<file path="src/common/capture_state_pkg.sv">
// three-bit state code with five legal values; the remaining codes must never appear
package capture_state_pkg;

  // controller states in the order a normal capture visits them
  typedef enum logic [2:0] {
    // waiting for an arm pulse
    IDLE    = 3'd0,
    // armed, waiting for the hardware start trigger
    ARMED   = 3'd1,
    // samples are being written
    CAPTURE = 3'd2,
    // capture finished, depth report and readout start accepted here
    HOLD    = 3'd3,
    // stored samples are streamed out
    READOUT = 3'd4
  } capture_state_t;

endpackage

</file>
<file path="src/common/buffer_cfg_pkg.sv">
// CHANNELS is fixed at 2 and the banking logic relies on it; SAMPLE_WIDTH may be changed freely
package buffer_cfg_pkg;

  // number of input channels, one bank per channel
  localparam int CHANNELS = 2;

  // bits per stored sample
  localparam int SAMPLE_WIDTH = 16;

  // width of a bank select, derived from the channel count
  localparam int BANK_SEL_WIDTH = (CHANNELS > 1) ? $clog2(CHANNELS) : 1;

  // banking mode, latched when the capture is armed
  // all channels puts channel c in bank c
  // channel 0 only runs channel 0 through every bank in turn
  typedef enum logic {
    MODE_ALL_CHANNELS = 1'b0,
    MODE_CH0_ONLY     = 1'b1
  } bank_mode_t;

endpackage
</file>
<file path="src/hdl/sample_buffer.sv">
// single clock domain, hardware triggers only; BUFFER_DEPTH a power of two, READ_LATENCY at least 1
`timescale 1ns/1ps

module sample_buffer
  import buffer_cfg_pkg::*;
  import capture_state_pkg::*;
#(
  parameter  int BUFFER_DEPTH = 64,
  parameter  int READ_LATENCY = 3,
  localparam int ADDR_W       = $clog2(BUFFER_DEPTH),
  localparam int CNT_W        = $clog2(CHANNELS * BUFFER_DEPTH) + 1
) (
  input  logic                                  ps_clk,
  input  logic                                  arst_n_i,
  input  logic [CHANNELS-1:0][SAMPLE_WIDTH-1:0] adc_data_i,
  input  logic                                  adc_valid_i,
  input  logic                                  hw_start_i,
  input  logic                                  hw_stop_i,
  input  logic                                  arm_i,
  input  logic                                  capture_sw_reset_i,
  input  logic                                  readout_sw_reset_i,
  input  logic                                  readout_start_i,
  input  bank_mode_t                            bank_mode_i,
  output logic                                  capture_ready_o,
  output logic                                  capture_full_o,
  output logic                                  depth_valid_o,
  input  logic                                  depth_ready_i,
  output logic [CHANNELS-1:0][CNT_W-1:0]        depth_o,
  output logic                                  rd_valid_o,
  input  logic                                  rd_ready_i,
  output logic [SAMPLE_WIDTH-1:0]               rd_data_o,
  output logic                                  rd_last_o
);

  capture_state_t                  state;
  // banking mode as latched at arm time
  bank_mode_t                      bank_mode;
  logic                            counter_clear;
  logic                            readout_flush;
  logic                            readout_done;
  logic [CHANNELS-1:0]             wr_en;
  logic [CHANNELS-1:0][ADDR_W-1:0] wr_addr;
  logic                            mem_rd_en;
  logic [BANK_SEL_WIDTH-1:0]       mem_rd_bank;
  logic [ADDR_W-1:0]               mem_rd_addr;
  logic [SAMPLE_WIDTH-1:0]         mem_rd_data;

  capture_fsm fsm_i (
    .ps_clk, .arst_n_i, .arm_i, .hw_start_i, .hw_stop_i,
    .capture_sw_reset_i, .readout_sw_reset_i, .readout_start_i, .bank_mode_i,
    .full_i          (capture_full_o),
    .readout_done_i  (readout_done),
    .depth_ready_i,
    .state_o         (state),
    .bank_mode_o     (bank_mode),
    .counter_clear_o (counter_clear),
    .readout_flush_o (readout_flush),
    .depth_valid_o,
    .capture_ready_o
  );

  // the counts double as the depth report
  write_addr_counter #(.BUFFER_DEPTH(BUFFER_DEPTH)) counter_i (
    .ps_clk, .arst_n_i,
    .clear_i     (counter_clear),
    .write_en_i  (adc_valid_i),
    .state_i     (state),
    .bank_mode_i (bank_mode),
    .wr_en_o     (wr_en),
    .wr_addr_o   (wr_addr),
    .count_o     (depth_o),
    .full_o      (capture_full_o)
  );

  sample_mem #(.BUFFER_DEPTH(BUFFER_DEPTH), .READ_LATENCY(READ_LATENCY)) mem_i (
    .ps_clk,
    .bank_mode_i (bank_mode),
    .wr_en_i     (wr_en),
    .wr_addr_i   (wr_addr),
    .wr_data_i   (adc_data_i),
    .rd_en_i     (mem_rd_en),
    .rd_bank_i   (mem_rd_bank),
    .rd_addr_i   (mem_rd_addr),
    .rd_data_o   (mem_rd_data)
  );

  readout_engine #(.BUFFER_DEPTH(BUFFER_DEPTH), .READ_LATENCY(READ_LATENCY)) readout_i (
    .ps_clk, .arst_n_i,
    .active_i      (state == READOUT),
    .flush_i       (readout_flush),
    .bank_mode_i   (bank_mode),
    .count_i       (depth_o),
    .mem_data_i    (mem_rd_data),
    .rd_ready_i,
    .mem_rd_en_o   (mem_rd_en),
    .mem_rd_bank_o (mem_rd_bank),
    .mem_rd_addr_o (mem_rd_addr),
    .rd_valid_o, .rd_data_o, .rd_last_o,
    .done_o        (readout_done)
  );

endmodule

</file>
<file path="src/readout/readout_engine.sv">
// two-bank sequencing only (CHANNELS = 2); an empty capture completes its readout at once without data
`timescale 1ns/1ps

module readout_engine
  import buffer_cfg_pkg::*;
#(
  parameter  int BUFFER_DEPTH = 64,
  parameter  int READ_LATENCY = 3,
  localparam int ADDR_W       = $clog2(BUFFER_DEPTH),
  localparam int CNT_W        = $clog2(CHANNELS * BUFFER_DEPTH) + 1
) (
  input  logic                            ps_clk,
  input  logic                            arst_n_i,
  input  logic                            active_i,
  input  logic                            flush_i,
  input  bank_mode_t                      bank_mode_i,
  input  logic [CHANNELS-1:0][CNT_W-1:0]  count_i,
  input  logic [SAMPLE_WIDTH-1:0]         mem_data_i,
  input  logic                            rd_ready_i,
  output logic                            mem_rd_en_o,
  output logic [BANK_SEL_WIDTH-1:0]       mem_rd_bank_o,
  output logic [ADDR_W-1:0]               mem_rd_addr_o,
  output logic                            rd_valid_o,
  output logic [SAMPLE_WIDTH-1:0]         rd_data_o,
  output logic                            rd_last_o,
  output logic                            done_o
);

  // one slot per read in flight plus one for the word on the output
  localparam int QDEPTH = READ_LATENCY + 1;
  localparam int QPTR_W = $clog2(QDEPTH);
  localparam int QCNT_W = $clog2(QDEPTH + 1);

  logic [CNT_W-1:0]        total;
  // first read index that falls into bank 1
  logic [CNT_W-1:0]        boundary;
  logic [CNT_W-1:0]        rd_idx_q;
  logic [CNT_W-1:0]        offset;
  logic                    bank_hi;
  logic [READ_LATENCY-1:0] vld_pipe_q;
  logic [READ_LATENCY-1:0] last_pipe_q;
  logic [QCNT_W-1:0]       inflight;
  logic [QCNT_W-1:0]       q_cnt_q;
  logic [QPTR_W-1:0]       q_wr_ptr_q;
  logic [QPTR_W-1:0]       q_rd_ptr_q;
  logic [SAMPLE_WIDTH-1:0] q_data [QDEPTH];
  logic                    q_last [QDEPTH];
  logic                    issue;
  logic                    q_push;
  logic                    q_pop;

  function automatic logic [QPTR_W-1:0] next_ptr(input logic [QPTR_W-1:0] ptr);
    return (ptr == QPTR_W'(QDEPTH - 1)) ? '0 : ptr + QPTR_W'(1);
  endfunction

  // channel 1 count is zero in chained mode, so the sum is the stream length
  assign total    = count_i[0] + count_i[1];
  assign boundary = (bank_mode_i == MODE_CH0_ONLY) ? CNT_W'(BUFFER_DEPTH) : count_i[0];
  assign bank_hi  = (rd_idx_q >= boundary);
  assign offset   = bank_hi ? (rd_idx_q - boundary) : rd_idx_q;

  always_comb begin
    inflight = '0;
    for (int s = 0; s < READ_LATENCY; s++) begin
      inflight = inflight + QCNT_W'(vld_pipe_q[s]);
    end
  end

  // issue only when every read in flight still finds a free slot
  assign issue = active_i && !flush_i && (rd_idx_q < total) &&
                 ((QCNT_W'(QDEPTH) - q_cnt_q) > inflight);

  assign mem_rd_en_o   = issue;
  assign mem_rd_bank_o = BANK_SEL_WIDTH'(bank_hi);
  assign mem_rd_addr_o = offset[ADDR_W-1:0];

  // the pipe output lines up with the memory data
  assign q_push     = vld_pipe_q[READ_LATENCY-1];
  assign rd_valid_o = (q_cnt_q != '0);
  assign q_pop      = rd_valid_o && rd_ready_i;
  assign rd_data_o  = q_data[q_rd_ptr_q];
  assign rd_last_o  = rd_valid_o && q_last[q_rd_ptr_q];
  assign done_o     = (q_pop && rd_last_o) || (active_i && (total == '0));

  always_ff @(posedge ps_clk or negedge arst_n_i) begin
    if (!arst_n_i) begin
      rd_idx_q    <= '0;
      vld_pipe_q  <= '0;
      last_pipe_q <= '0;
      q_cnt_q     <= '0;
      q_wr_ptr_q  <= '0;
      q_rd_ptr_q  <= '0;
    end else if (flush_i) begin
      // words still in the memory pipe are forgotten with their valid bits
      rd_idx_q    <= '0;
      vld_pipe_q  <= '0;
      last_pipe_q <= '0;
      q_cnt_q     <= '0;
      q_wr_ptr_q  <= '0;
      q_rd_ptr_q  <= '0;
    end else begin
      if (done_o) rd_idx_q <= '0;
      else if (issue) rd_idx_q <= rd_idx_q + CNT_W'(1);
      vld_pipe_q  <= READ_LATENCY'({vld_pipe_q, issue});
      last_pipe_q <= READ_LATENCY'({last_pipe_q, issue && (rd_idx_q == total - CNT_W'(1))});
      q_cnt_q     <= q_cnt_q + QCNT_W'(q_push) - QCNT_W'(q_pop);
      if (q_push) q_wr_ptr_q <= next_ptr(q_wr_ptr_q);
      if (q_pop) q_rd_ptr_q <= next_ptr(q_rd_ptr_q);
    end
  end

  // queue payload
  always_ff @(posedge ps_clk) begin
    if (q_push) begin
      q_data[q_wr_ptr_q] <= mem_data_i;
      q_last[q_wr_ptr_q] <= last_pipe_q[READ_LATENCY-1];
    end
  end

endmodule

</file>
<file path="src/hdl/sample_mem.sv">
// no reset on the arrays or the read pipeline; read data is only meaningful READ_LATENCY cycles after rd_en_i
`timescale 1ns/1ps

module sample_mem
  import buffer_cfg_pkg::*;
#(
  parameter  int BUFFER_DEPTH = 64,
  parameter  int READ_LATENCY = 3,
  localparam int ADDR_W       = $clog2(BUFFER_DEPTH)
) (
  input  logic                                  ps_clk,
  input  bank_mode_t                            bank_mode_i,
  input  logic [CHANNELS-1:0]                   wr_en_i,
  input  logic [CHANNELS-1:0][ADDR_W-1:0]       wr_addr_i,
  input  logic [CHANNELS-1:0][SAMPLE_WIDTH-1:0] wr_data_i,
  input  logic                                  rd_en_i,
  input  logic [BANK_SEL_WIDTH-1:0]             rd_bank_i,
  input  logic [ADDR_W-1:0]                     rd_addr_i,
  output logic [SAMPLE_WIDTH-1:0]               rd_data_o
);

  // one array per bank
  logic [SAMPLE_WIDTH-1:0] mem_q [CHANNELS][BUFFER_DEPTH];
  // stage 0 is the array output register
  logic [SAMPLE_WIDTH-1:0] rd_pipe_q [READ_LATENCY];

  always_ff @(posedge ps_clk) begin
    for (int b = 0; b < CHANNELS; b++) begin
      if (wr_en_i[b]) begin
        // in chained mode every bank takes its data from channel 0
        if (bank_mode_i == MODE_CH0_ONLY) mem_q[b][wr_addr_i[b]] <= wr_data_i[0];
        else mem_q[b][wr_addr_i[b]] <= wr_data_i[b];
      end
    end
  end

  // reads can be issued every cycle, each one travels down the pipe
  always_ff @(posedge ps_clk) begin
    if (rd_en_i) rd_pipe_q[0] <= mem_q[rd_bank_i][rd_addr_i];
    for (int s = 1; s < READ_LATENCY; s++) begin
      rd_pipe_q[s] <= rd_pipe_q[s-1];
    end
  end

  assign rd_data_o = rd_pipe_q[READ_LATENCY-1];

endmodule

</file>
<file path="src/hdl/write_addr_counter.sv">
// BUFFER_DEPTH must be a power of two; writes beyond the last active location are dropped
`timescale 1ns/1ps

module write_addr_counter
  import buffer_cfg_pkg::*;
  import capture_state_pkg::*;
#(
  parameter  int BUFFER_DEPTH = 64,
  localparam int ADDR_W       = $clog2(BUFFER_DEPTH),
  localparam int CNT_W        = $clog2(CHANNELS * BUFFER_DEPTH) + 1
) (
  input  logic                             ps_clk,
  input  logic                             arst_n_i,
  input  logic                             clear_i,
  input  logic                             write_en_i,
  input  capture_state_t                   state_i,
  input  bank_mode_t                       bank_mode_i,
  output logic [CHANNELS-1:0]              wr_en_o,
  output logic [CHANNELS-1:0][ADDR_W-1:0]  wr_addr_o,
  output logic [CHANNELS-1:0][CNT_W-1:0]   count_o,
  output logic                             full_o
);

  logic [CHANNELS-1:0][CNT_W-1:0] cnt_q;
  logic [CNT_W-1:0]               limit;
  // bank currently filled by channel 0 in chained mode
  logic [BANK_SEL_WIDTH-1:0]      chain_bank;
  logic                           write;

  // active locations for channel 0, the other channels follow it in mode 0
  assign limit = (bank_mode_i == MODE_CH0_ONLY) ? CNT_W'(CHANNELS * BUFFER_DEPTH)
                                                : CNT_W'(BUFFER_DEPTH);
  assign write = write_en_i && (state_i == CAPTURE) && (cnt_q[0] < limit);
  // high in the cycle of the write that fills the last active location
  assign full_o = write && (cnt_q[0] == limit - CNT_W'(1));
  assign chain_bank = cnt_q[0][ADDR_W +: BANK_SEL_WIDTH];

  always_comb begin
    for (int b = 0; b < CHANNELS; b++) begin
      if (bank_mode_i == MODE_CH0_ONLY) begin
        // low count bits are the address inside whichever bank is being filled
        wr_en_o[b]   = write && (chain_bank == BANK_SEL_WIDTH'(b));
        wr_addr_o[b] = cnt_q[0][ADDR_W-1:0];
      end else begin
        wr_en_o[b]   = write;
        wr_addr_o[b] = cnt_q[b][ADDR_W-1:0];
      end
    end
  end

  always_ff @(posedge ps_clk or negedge arst_n_i) begin
    if (!arst_n_i) begin
      cnt_q <= '0;
    end else if (clear_i) begin
      cnt_q <= '0;
    end else if (write) begin
      // channel 1 keeps its zero count in chained mode
      for (int c = 0; c < CHANNELS; c++) begin
        if ((c == 0) || (bank_mode_i == MODE_ALL_CHANNELS)) cnt_q[c] <= cnt_q[c] + CNT_W'(1);
      end
    end
  end

  assign count_o = cnt_q;

endmodule

</file>
<file path="src/hdl/capture_fsm.sv">
// pulses that arrive in a state which does not accept them are dropped; capture reset is ignored in IDLE and READOUT
`timescale 1ns/1ps

module capture_fsm
  import buffer_cfg_pkg::*;
  import capture_state_pkg::*;
(
  input  logic           ps_clk,
  input  logic           arst_n_i,
  input  logic           arm_i,
  input  logic           hw_start_i,
  input  logic           hw_stop_i,
  input  logic           capture_sw_reset_i,
  input  logic           readout_sw_reset_i,
  input  logic           readout_start_i,
  input  bank_mode_t     bank_mode_i,
  input  logic           full_i,
  input  logic           readout_done_i,
  input  logic           depth_ready_i,
  output capture_state_t state_o,
  output bank_mode_t     bank_mode_o,
  output logic           counter_clear_o,
  output logic           readout_flush_o,
  output logic           depth_valid_o,
  output logic           capture_ready_o
);

  capture_state_t state_q;
  capture_state_t state_d;
  bank_mode_t     bank_mode_q;
  logic           depth_valid_q;
  // set once the report of the current capture has been offered
  logic           depth_sent_q;
  logic           arm_take;
  logic           cap_rst_take;
  logic           rd_rst_take;

  // pulses that take effect in the current state
  assign arm_take     = (state_q == IDLE) && arm_i;
  assign cap_rst_take = capture_sw_reset_i &&
                        ((state_q == ARMED) || (state_q == CAPTURE) || (state_q == HOLD));
  assign rd_rst_take  = (state_q == READOUT) && readout_sw_reset_i;

  always_comb begin
    state_d = state_q;
    case (state_q)
      IDLE: begin
        if (arm_i) state_d = ARMED;
      end
      ARMED: begin
        if (cap_rst_take) state_d = IDLE;
        else if (hw_start_i) state_d = CAPTURE;
      end
      CAPTURE: begin
        // stop and full both end the capture on the next edge
        if (cap_rst_take) state_d = IDLE;
        else if (hw_stop_i || full_i) state_d = HOLD;
      end
      HOLD: begin
        if (cap_rst_take) state_d = IDLE;
        else if (readout_start_i) state_d = READOUT;
      end
      READOUT: begin
        // readout reset wins over a done in the same cycle
        if (rd_rst_take) state_d = HOLD;
        else if (readout_done_i) state_d = IDLE;
      end
      default: state_d = IDLE;
    endcase
  end

  always_ff @(posedge ps_clk or negedge arst_n_i) begin
    if (!arst_n_i) begin
      state_q       <= IDLE;
      bank_mode_q   <= MODE_ALL_CHANNELS;
      depth_valid_q <= 1'b0;
      depth_sent_q  <= 1'b0;
    end else begin
      state_q <= state_d;
      // mode is frozen for the whole capture and readout
      if (arm_take) bank_mode_q <= bank_mode_i;
      // a new arm opens a new report slot
      if (arm_take) depth_sent_q <= 1'b0;
      else if (state_q == HOLD) depth_sent_q <= 1'b1;
      // report goes up one cycle after entering HOLD
      if (cap_rst_take) depth_valid_q <= 1'b0;
      else if (depth_valid_q && depth_ready_i) depth_valid_q <= 1'b0;
      else if ((state_q == HOLD) && !depth_sent_q) depth_valid_q <= 1'b1;
    end
  end

  assign state_o         = state_q;
  assign bank_mode_o     = bank_mode_q;
  // counts restart on every arm and on a capture reset
  assign counter_clear_o = arm_take || cap_rst_take;
  assign readout_flush_o = rd_rst_take;
  assign depth_valid_o   = depth_valid_q;
  assign capture_ready_o = (state_q == ARMED);

endmodule

</file>
<file path="config.mk">
export PLATFORM = sky130hd
export DESIGN_NAME = sample_buffer
export DESIGN_NICKNAME = d
export VERILOG_FILES = /design/src/common/capture_state_pkg.sv /design/src/common/buffer_cfg_pkg.sv /design/src/hdl/sample_buffer.sv /design/src/readout/readout_engine.sv /design/src/hdl/sample_mem.sv /design/src/hdl/write_addr_counter.sv /design/src/hdl/capture_fsm.sv
export SDC_FILE = /design/constraint.sdc
export NUM_CORES = 2
export LEC_CHECK = 0
export BUFFER_PORTS_ARGS = -buffer_cell sky130_fd_sc_hd__buf_2
export CORE_ASPECT_RATIO = 1.75
export CORE_MARGIN = 8
export CORE_UTILIZATION = 64
export CTS_CLUSTER_SIZE = 24
export DETAILED_ROUTE_END_ITERATION = 16
export PLACE_DENSITY = 0.8
export SETUP_SLACK_MARGIN = 0.15
export SLEW_MARGIN = 20
export SYNTH_ARGS = -nofsm -noshare
export SYNTH_HDL_FRONTEND = slang
export SYNTH_SLANG_ARGS = --single-unit
</file>
<file path="constraint.sdc">
create_clock -name ps_clk -period 5 [get_ports ps_clk]
set_clock_uncertainty 0.05 [all_clocks]
set_input_delay 0.25 -clock ps_clk [delete_from_list [all_inputs] [get_ports ps_clk]]
set_output_delay 0.25 -clock ps_clk [all_outputs]
set_load 0.05 [all_outputs]
</file>
# After elaboration in Yosys (flattened, before gate mapping)
# Memories as Yosys holds them, arrays and structs flattened.
# Cells that the tools add are included.
# op_classes
n_eq_ne	14
muxes	2105
n_lt_le_gt_ge	9
addsub	14
n_reduce_logical	38
n_bitwise	2052
# op_table
operator	n
$mux 1024	4
$mux 1	2065
$or 1x1->1	2048
$demux 16 s6	2
$bmux 16 s6	1
$mux 16	6
$mux 8	6
$mux 3	12
$add 8x1->8 const B	3
$ge 7x7->1 const B	3
$not 6->7	3
$logic_and 1x1->1	20
$eq 8x8->1	2
$lt 8x8->1	2
$sub 8x1->8 const B	2
$pmux 3 s5	1
$lt 7x1->1 const B	2
$mux 2	6
$mux 6	2
$reduce_bool 3->1	3
$add 8x8->8	1
$ge 8x8->1	1
$logic_not 8->1	1
$reduce_bool 2->1	4
20 further kinds	32
# totals
n_memories	4
word_cells	4248
ff_bits	43
ramBits	2164
inputBits	44
# mem_list
memory	words	word_bits	rd	rd_ports_with_merged_regs	write_ports	line_no	rtl
mem_i.mem_q	2	1024	1	0	2	sample_mem.sv:23	logic [SAMPLE_WIDTH-1:0] mem_q [CHANNELS][BUFFER_DEPTH];
readout_i.q_data	4	16	1	0	1	readout_engine.sv:46	logic [SAMPLE_WIDTH-1:0] q_data [QDEPTH];
mem_i.rd_pipe_q	3	16	3	0	3	sample_mem.sv:25	logic [SAMPLE_WIDTH-1:0] rd_pipe_q [READ_LATENCY];
readout_i.q_last	4	1	1	0	1	readout_engine.sv:47	logic q_last [QDEPTH];

# Logic depth before layout (Yosys ltp)
# depth
depth_word	9
mapped_depth	21

# By module
# A second synthesis with hierarchy kept.
# hier_totals
hier_cells	5054
area_unflattened_um2	98804.8
# modules_own_cells
module	instances	cells_each	seq_area_each_um2	area_per_inst_um2
sample_mem	1	4559	62620.1	92581.3
readout_engine	1	339	2567.5	4777.1
write_addr_counter	1	107	400.4	1034.7
capture_fsm	1	48	150.1	399.1
sample_buffer	1	1	0.0	12.5

# Worst setup path after synthesis
# Ideal clock, no wire load.
# synth_timing
path_type	register to register
start	register counter_i.cnt_q (netlist bit counter_i.count_o[9])
end	memory mem_i.rd_pipe_q[0][0] (enable)
synth_period_minus_slack_ns	4.264
setup_time_ns	0.373
arrival_ns	3.841
path_slack_ns	0.736
n_path_buf	0
path_stages_with_launch	13
required_ns	4.577
path_cell_list	dfrtp_1 > ha_1 > a21o_1 > a21oi_1 > o21ai_0 > a2111oi_0 > nor3_1 > xnor2_1 > ha_1 > a211oi_1 > nand2_1 > nor3_1 > o21a_1
# synth_rtl
item	line_no	rtl
start, declared	write_addr_counter.sv:24	logic [CHANNELS-1:0][CNT_W-1:0] cnt_q;
start signal, assigned by index	write_addr_counter.sv:59	if ((c == 0) || (bank_mode_i == MODE_ALL_CHANNELS)) cnt_q[c] <= cnt_q[c] + CNT_W'(1);
end, declared	sample_mem.sv:25	

==> flow_metrics.env <==
export IMPL_ir_drop_v=0.000291
export IMPL_synth_ff_type="edfxtp_1"
export IMPL_drtIter0Drc=9554
export IMPL_worstPathMaxFanout=19
export IMPL_p_per_area_nw_per_um2=427
export IMPL_die_h_um=542
export IMPL_ctsHtreeMaxLevel=4
export IMPL_worstSetupStartpoint="fsm_i.bank_mode_o"
export IMPL_timing_setup_tns_ps=0
export IMPL_worst_ep_arrival_time_ps=5400
export IMPL_grt_pass1_vias=64000
export IMPL_crit_path_top_delay_cell="nor4_4"
export IMPL_grt_overflow=0
export IMPL_via_per_inst=7.25
export IMPL_rr_startpoint="fsm_i.bank_mode_o"
export IMPL_worstHoldPathCells=1
export IMPL_layout_commonest_cell="edfxtp_1"
export IMPL_cp_required_ps=5570
export IMPL_start_util_pct=64.2
export IMPL_worst_slew_margin_rel_pct=11.0
export IMPL_cts_buffers=193
export IMPL_design_area_sq_um=112000
export IMPL_area_growth_pct=10.8
export IMPL_min_from="adc_data_i[6]"
export IMPL_post_route_min_period_ps=4830
export IMPL_port_buffers=80
export IMPL_clockBufferDepth=4
export IMPL_synthMuxAreaShare_pct=20.0
export IMPL_detailroute_via_count=65400
export IMPL_endpoint_kind="flip-flop"
export IMPL_gp_congestion=1.11
export IMPL_mostFrequentLayoutCells="edfxtp_1 (2,132), mux2_2 (1,035), mux2i_1 (522)"
export IMPL_die_w_um=316
export IMPL_synth_nets=6789
export IMPL_cts_clk_slew_worst_paths_ps=70
export IMPL_synthSimpleGateAreaFrac_pct=5.31
export IMPL_synth_fa_ha_area_share_pct=0.646
export IMPL_synth_edf_count=2132
export IMPL_finalNetCount=6909
export IMPL_maxCapViolCount=0
export IMPL_outcome="complete, but fails checks"
export IMPL_violations="antenna violations"
export IMPL_criticalPathCategory="reg2reg"
export IMPL_row_count=193
export IMPL_track_usage_pct=38.4
export IMPL_clock_latency_ps=860
export IMPL_drive_gt1_share_pct=29.1
export IMPL_drc=0
export IMPL_synth_seq_cells=2207
export IMPL_dp_slack_ps=-11.2
export IMPL_synth_cell_area_sq_um=101000
export IMPL_syn_avg_cell_area_sq_um=15.1
export IMPL_ys_types=76
export IMPL_cts_tree="built"
export IMPL_synth_xor_area_share_pct=0.391
export IMPL_place_hpwl_um=214000
export IMPL_cpPeakStageDelay_ps=730
export IMPL_yosysSeqAreaShare_pct=65.0
export IMPL_finalCritPeriodShare_pct=96.5
export IMPL_async_flop_share_pct=1.95
export IMPL_placed_area_sq_um=105000
export IMPL_synthCells=6696
export IMPL_fmax_ghz=0.207
export IMPL_finalHoldViolations=0
export IMPL_ys_warn_count=0
export IMPL_rsz0062_at_grt="yes"
export IMPL_setup_viol=0
export IMPL_hold_path_class="in2reg"
export IMPL_crit_chain="clkinv_1 -> ha_1 -> ha_1 -> nand2_1 -> o21ai_1 -> nor3_2 -> buf_4 -> a21oi_4 -> buf_12 -> a21oi_1 -> nor4_4 -> buf_4 -> a21oi_1 -> a2111oi_0"
export IMPL_fin_hold_ws_ps=9.85
export IMPL_setup_slack_ps=173
export IMPL_synth_compound_area_share_pct=6.04
export IMPL_clkSinkCount=2207
export IMPL_root_buffer="clkbuf_16"
export IMPL_antenna_found_initial=25
export IMPL_grt_pass1_wl_um=467000
export IMPL_wl_per_cell_um=36.9
export IMPL_fp_dieArea_sq_um=171000
export IMPL_synth_top_family_by_area="multiplexers"
export IMPL_final_max_slew_violation_count=0
export IMPL_reg2reg_depth=14
export IMPL_ant_nets=1
export IMPL_firstDrtPassIters=8
export IMPL_p_leak_nw=37.0
export IMPL_start_kind="flip-flop"
export IMPL_grt_max_degree=97
export IMPL_tightest_slew_ps=1330
export IMPL_routed_wl_um=333000
export IMPL_core_sq_um=157000
export IMPL_io_pins=81
repair_timing:
item                                    in CTS  in global routing
endpoints found under the hold margin      219                 25
hold buffers                                22                  1
setup buffers                                0                  7
pin swaps                                    0                  3
gates resized for setup                      3                  8
endpoints found under the setup margin       2                  6
final cells by class:
class | instances | area, sq um
antenna | 18 | 45.0
inverter | 33 | 124
multi-input combinational | 3834 | 33000
timing repair buffer | 547 | 4490
clock buffer | 234 | 5090
sequential | 2207 | 65700
fill | 10000 | 45500
tap | 2047 | 2560
clock inverter | 106 | 882
synthesized netlist by cell type, drive strengths merged (43+ instances only):
library cell / instances / area [sq um]
edfxtp: 2132 / 64000
mux2: 1035 / 11700
mux2i: 522 / 5230
clkbuf: 419 / 1570
nand2: 339 / 1270
a211oi: 329 / 2470
a21oi: 311 / 1560
nor2b: 281 / 1760
nor2: 212 / 798
buf: 203 / 947
mux4: 146 / 3290
o22ai: 128 / 801
nor3: 124 / 631
ha: 45 / 563
dfrtp: 43 / 1080
o21ai: 43 / 215
power by group:
group | total (W) | switching, W | internal [W]
Sequential | 0.0205 | 0.000111 | 0.0204
Combinational | 0.0127 | 0.00869 | 0.00401
Clock | 0.0146 | 0.00670 | 0.00791
Total | 0.0478 | 0.0155 | 0.0323
cell families (layout without fill, tap and decap cells):
family / Yosys count / after routing
other cells: 0 / 18
compound gates: 939 / 939
flops: 2207 / 2207
simple gates: 1100 / 1100
buf+inv: 655 / 920
mux: 1703 / 1703
fa+ha+maj: 50 / 50
xor+xnor: 42 / 42
state kept, by name (all words and copies together), names as in the netlist, 4 cells and up:
signal,cells
mem_i.rd_pipe_q,48
readout_i.q_last,4
counter_i.count_o,16
readout_i.q_data,64
readout_i.rd_idx_q,8
mem_i.mem_q,2048
layer usage:
metal,routed length (um),track usage [%]
met5,44,0
met4,33700,30.5
met3,40700,9.62
met2,155000,60.3
met1,104000,44.8
path summary, 6_finish.rpt:
path                       slack, ps                      to
hold reg to reg                  280  mem_i.rd_pipe_q[0][44]
setup / recovery                 170   mem_i.rd_pipe_q[0][3]
min in group asynchronous        470   counter_i.count_o[10]
max in group asynchronous       3950   readout_i.rd_idx_q[0]
hold / removal                    10      mem_i.mem_q[0][54]
setup reg to reg                 170   mem_i.rd_pipe_q[0][3]
through the flow:
step	util [%]	std cells	total power, W
global route	71.1	9009	0.0486
global placement	67.0	8631	0.0326
floorplan	-	6696	0.0273
CTS	70.9	8995	0.0471
finish	71.1	9026	0.0478
detailed placement	67.0	8633	0.0328
critical path: cells and delay by family (launching register included):
kind	cells	cell delay, ps
AO/OA/AOI/OAI	5	1600
adder cells (fa/ha/maj)	2	610
buffers and inverters	4	1020
flip-flops	1	390
AND/OR/NAND/NOR	3	910
(Power assumes the default switching activity.)
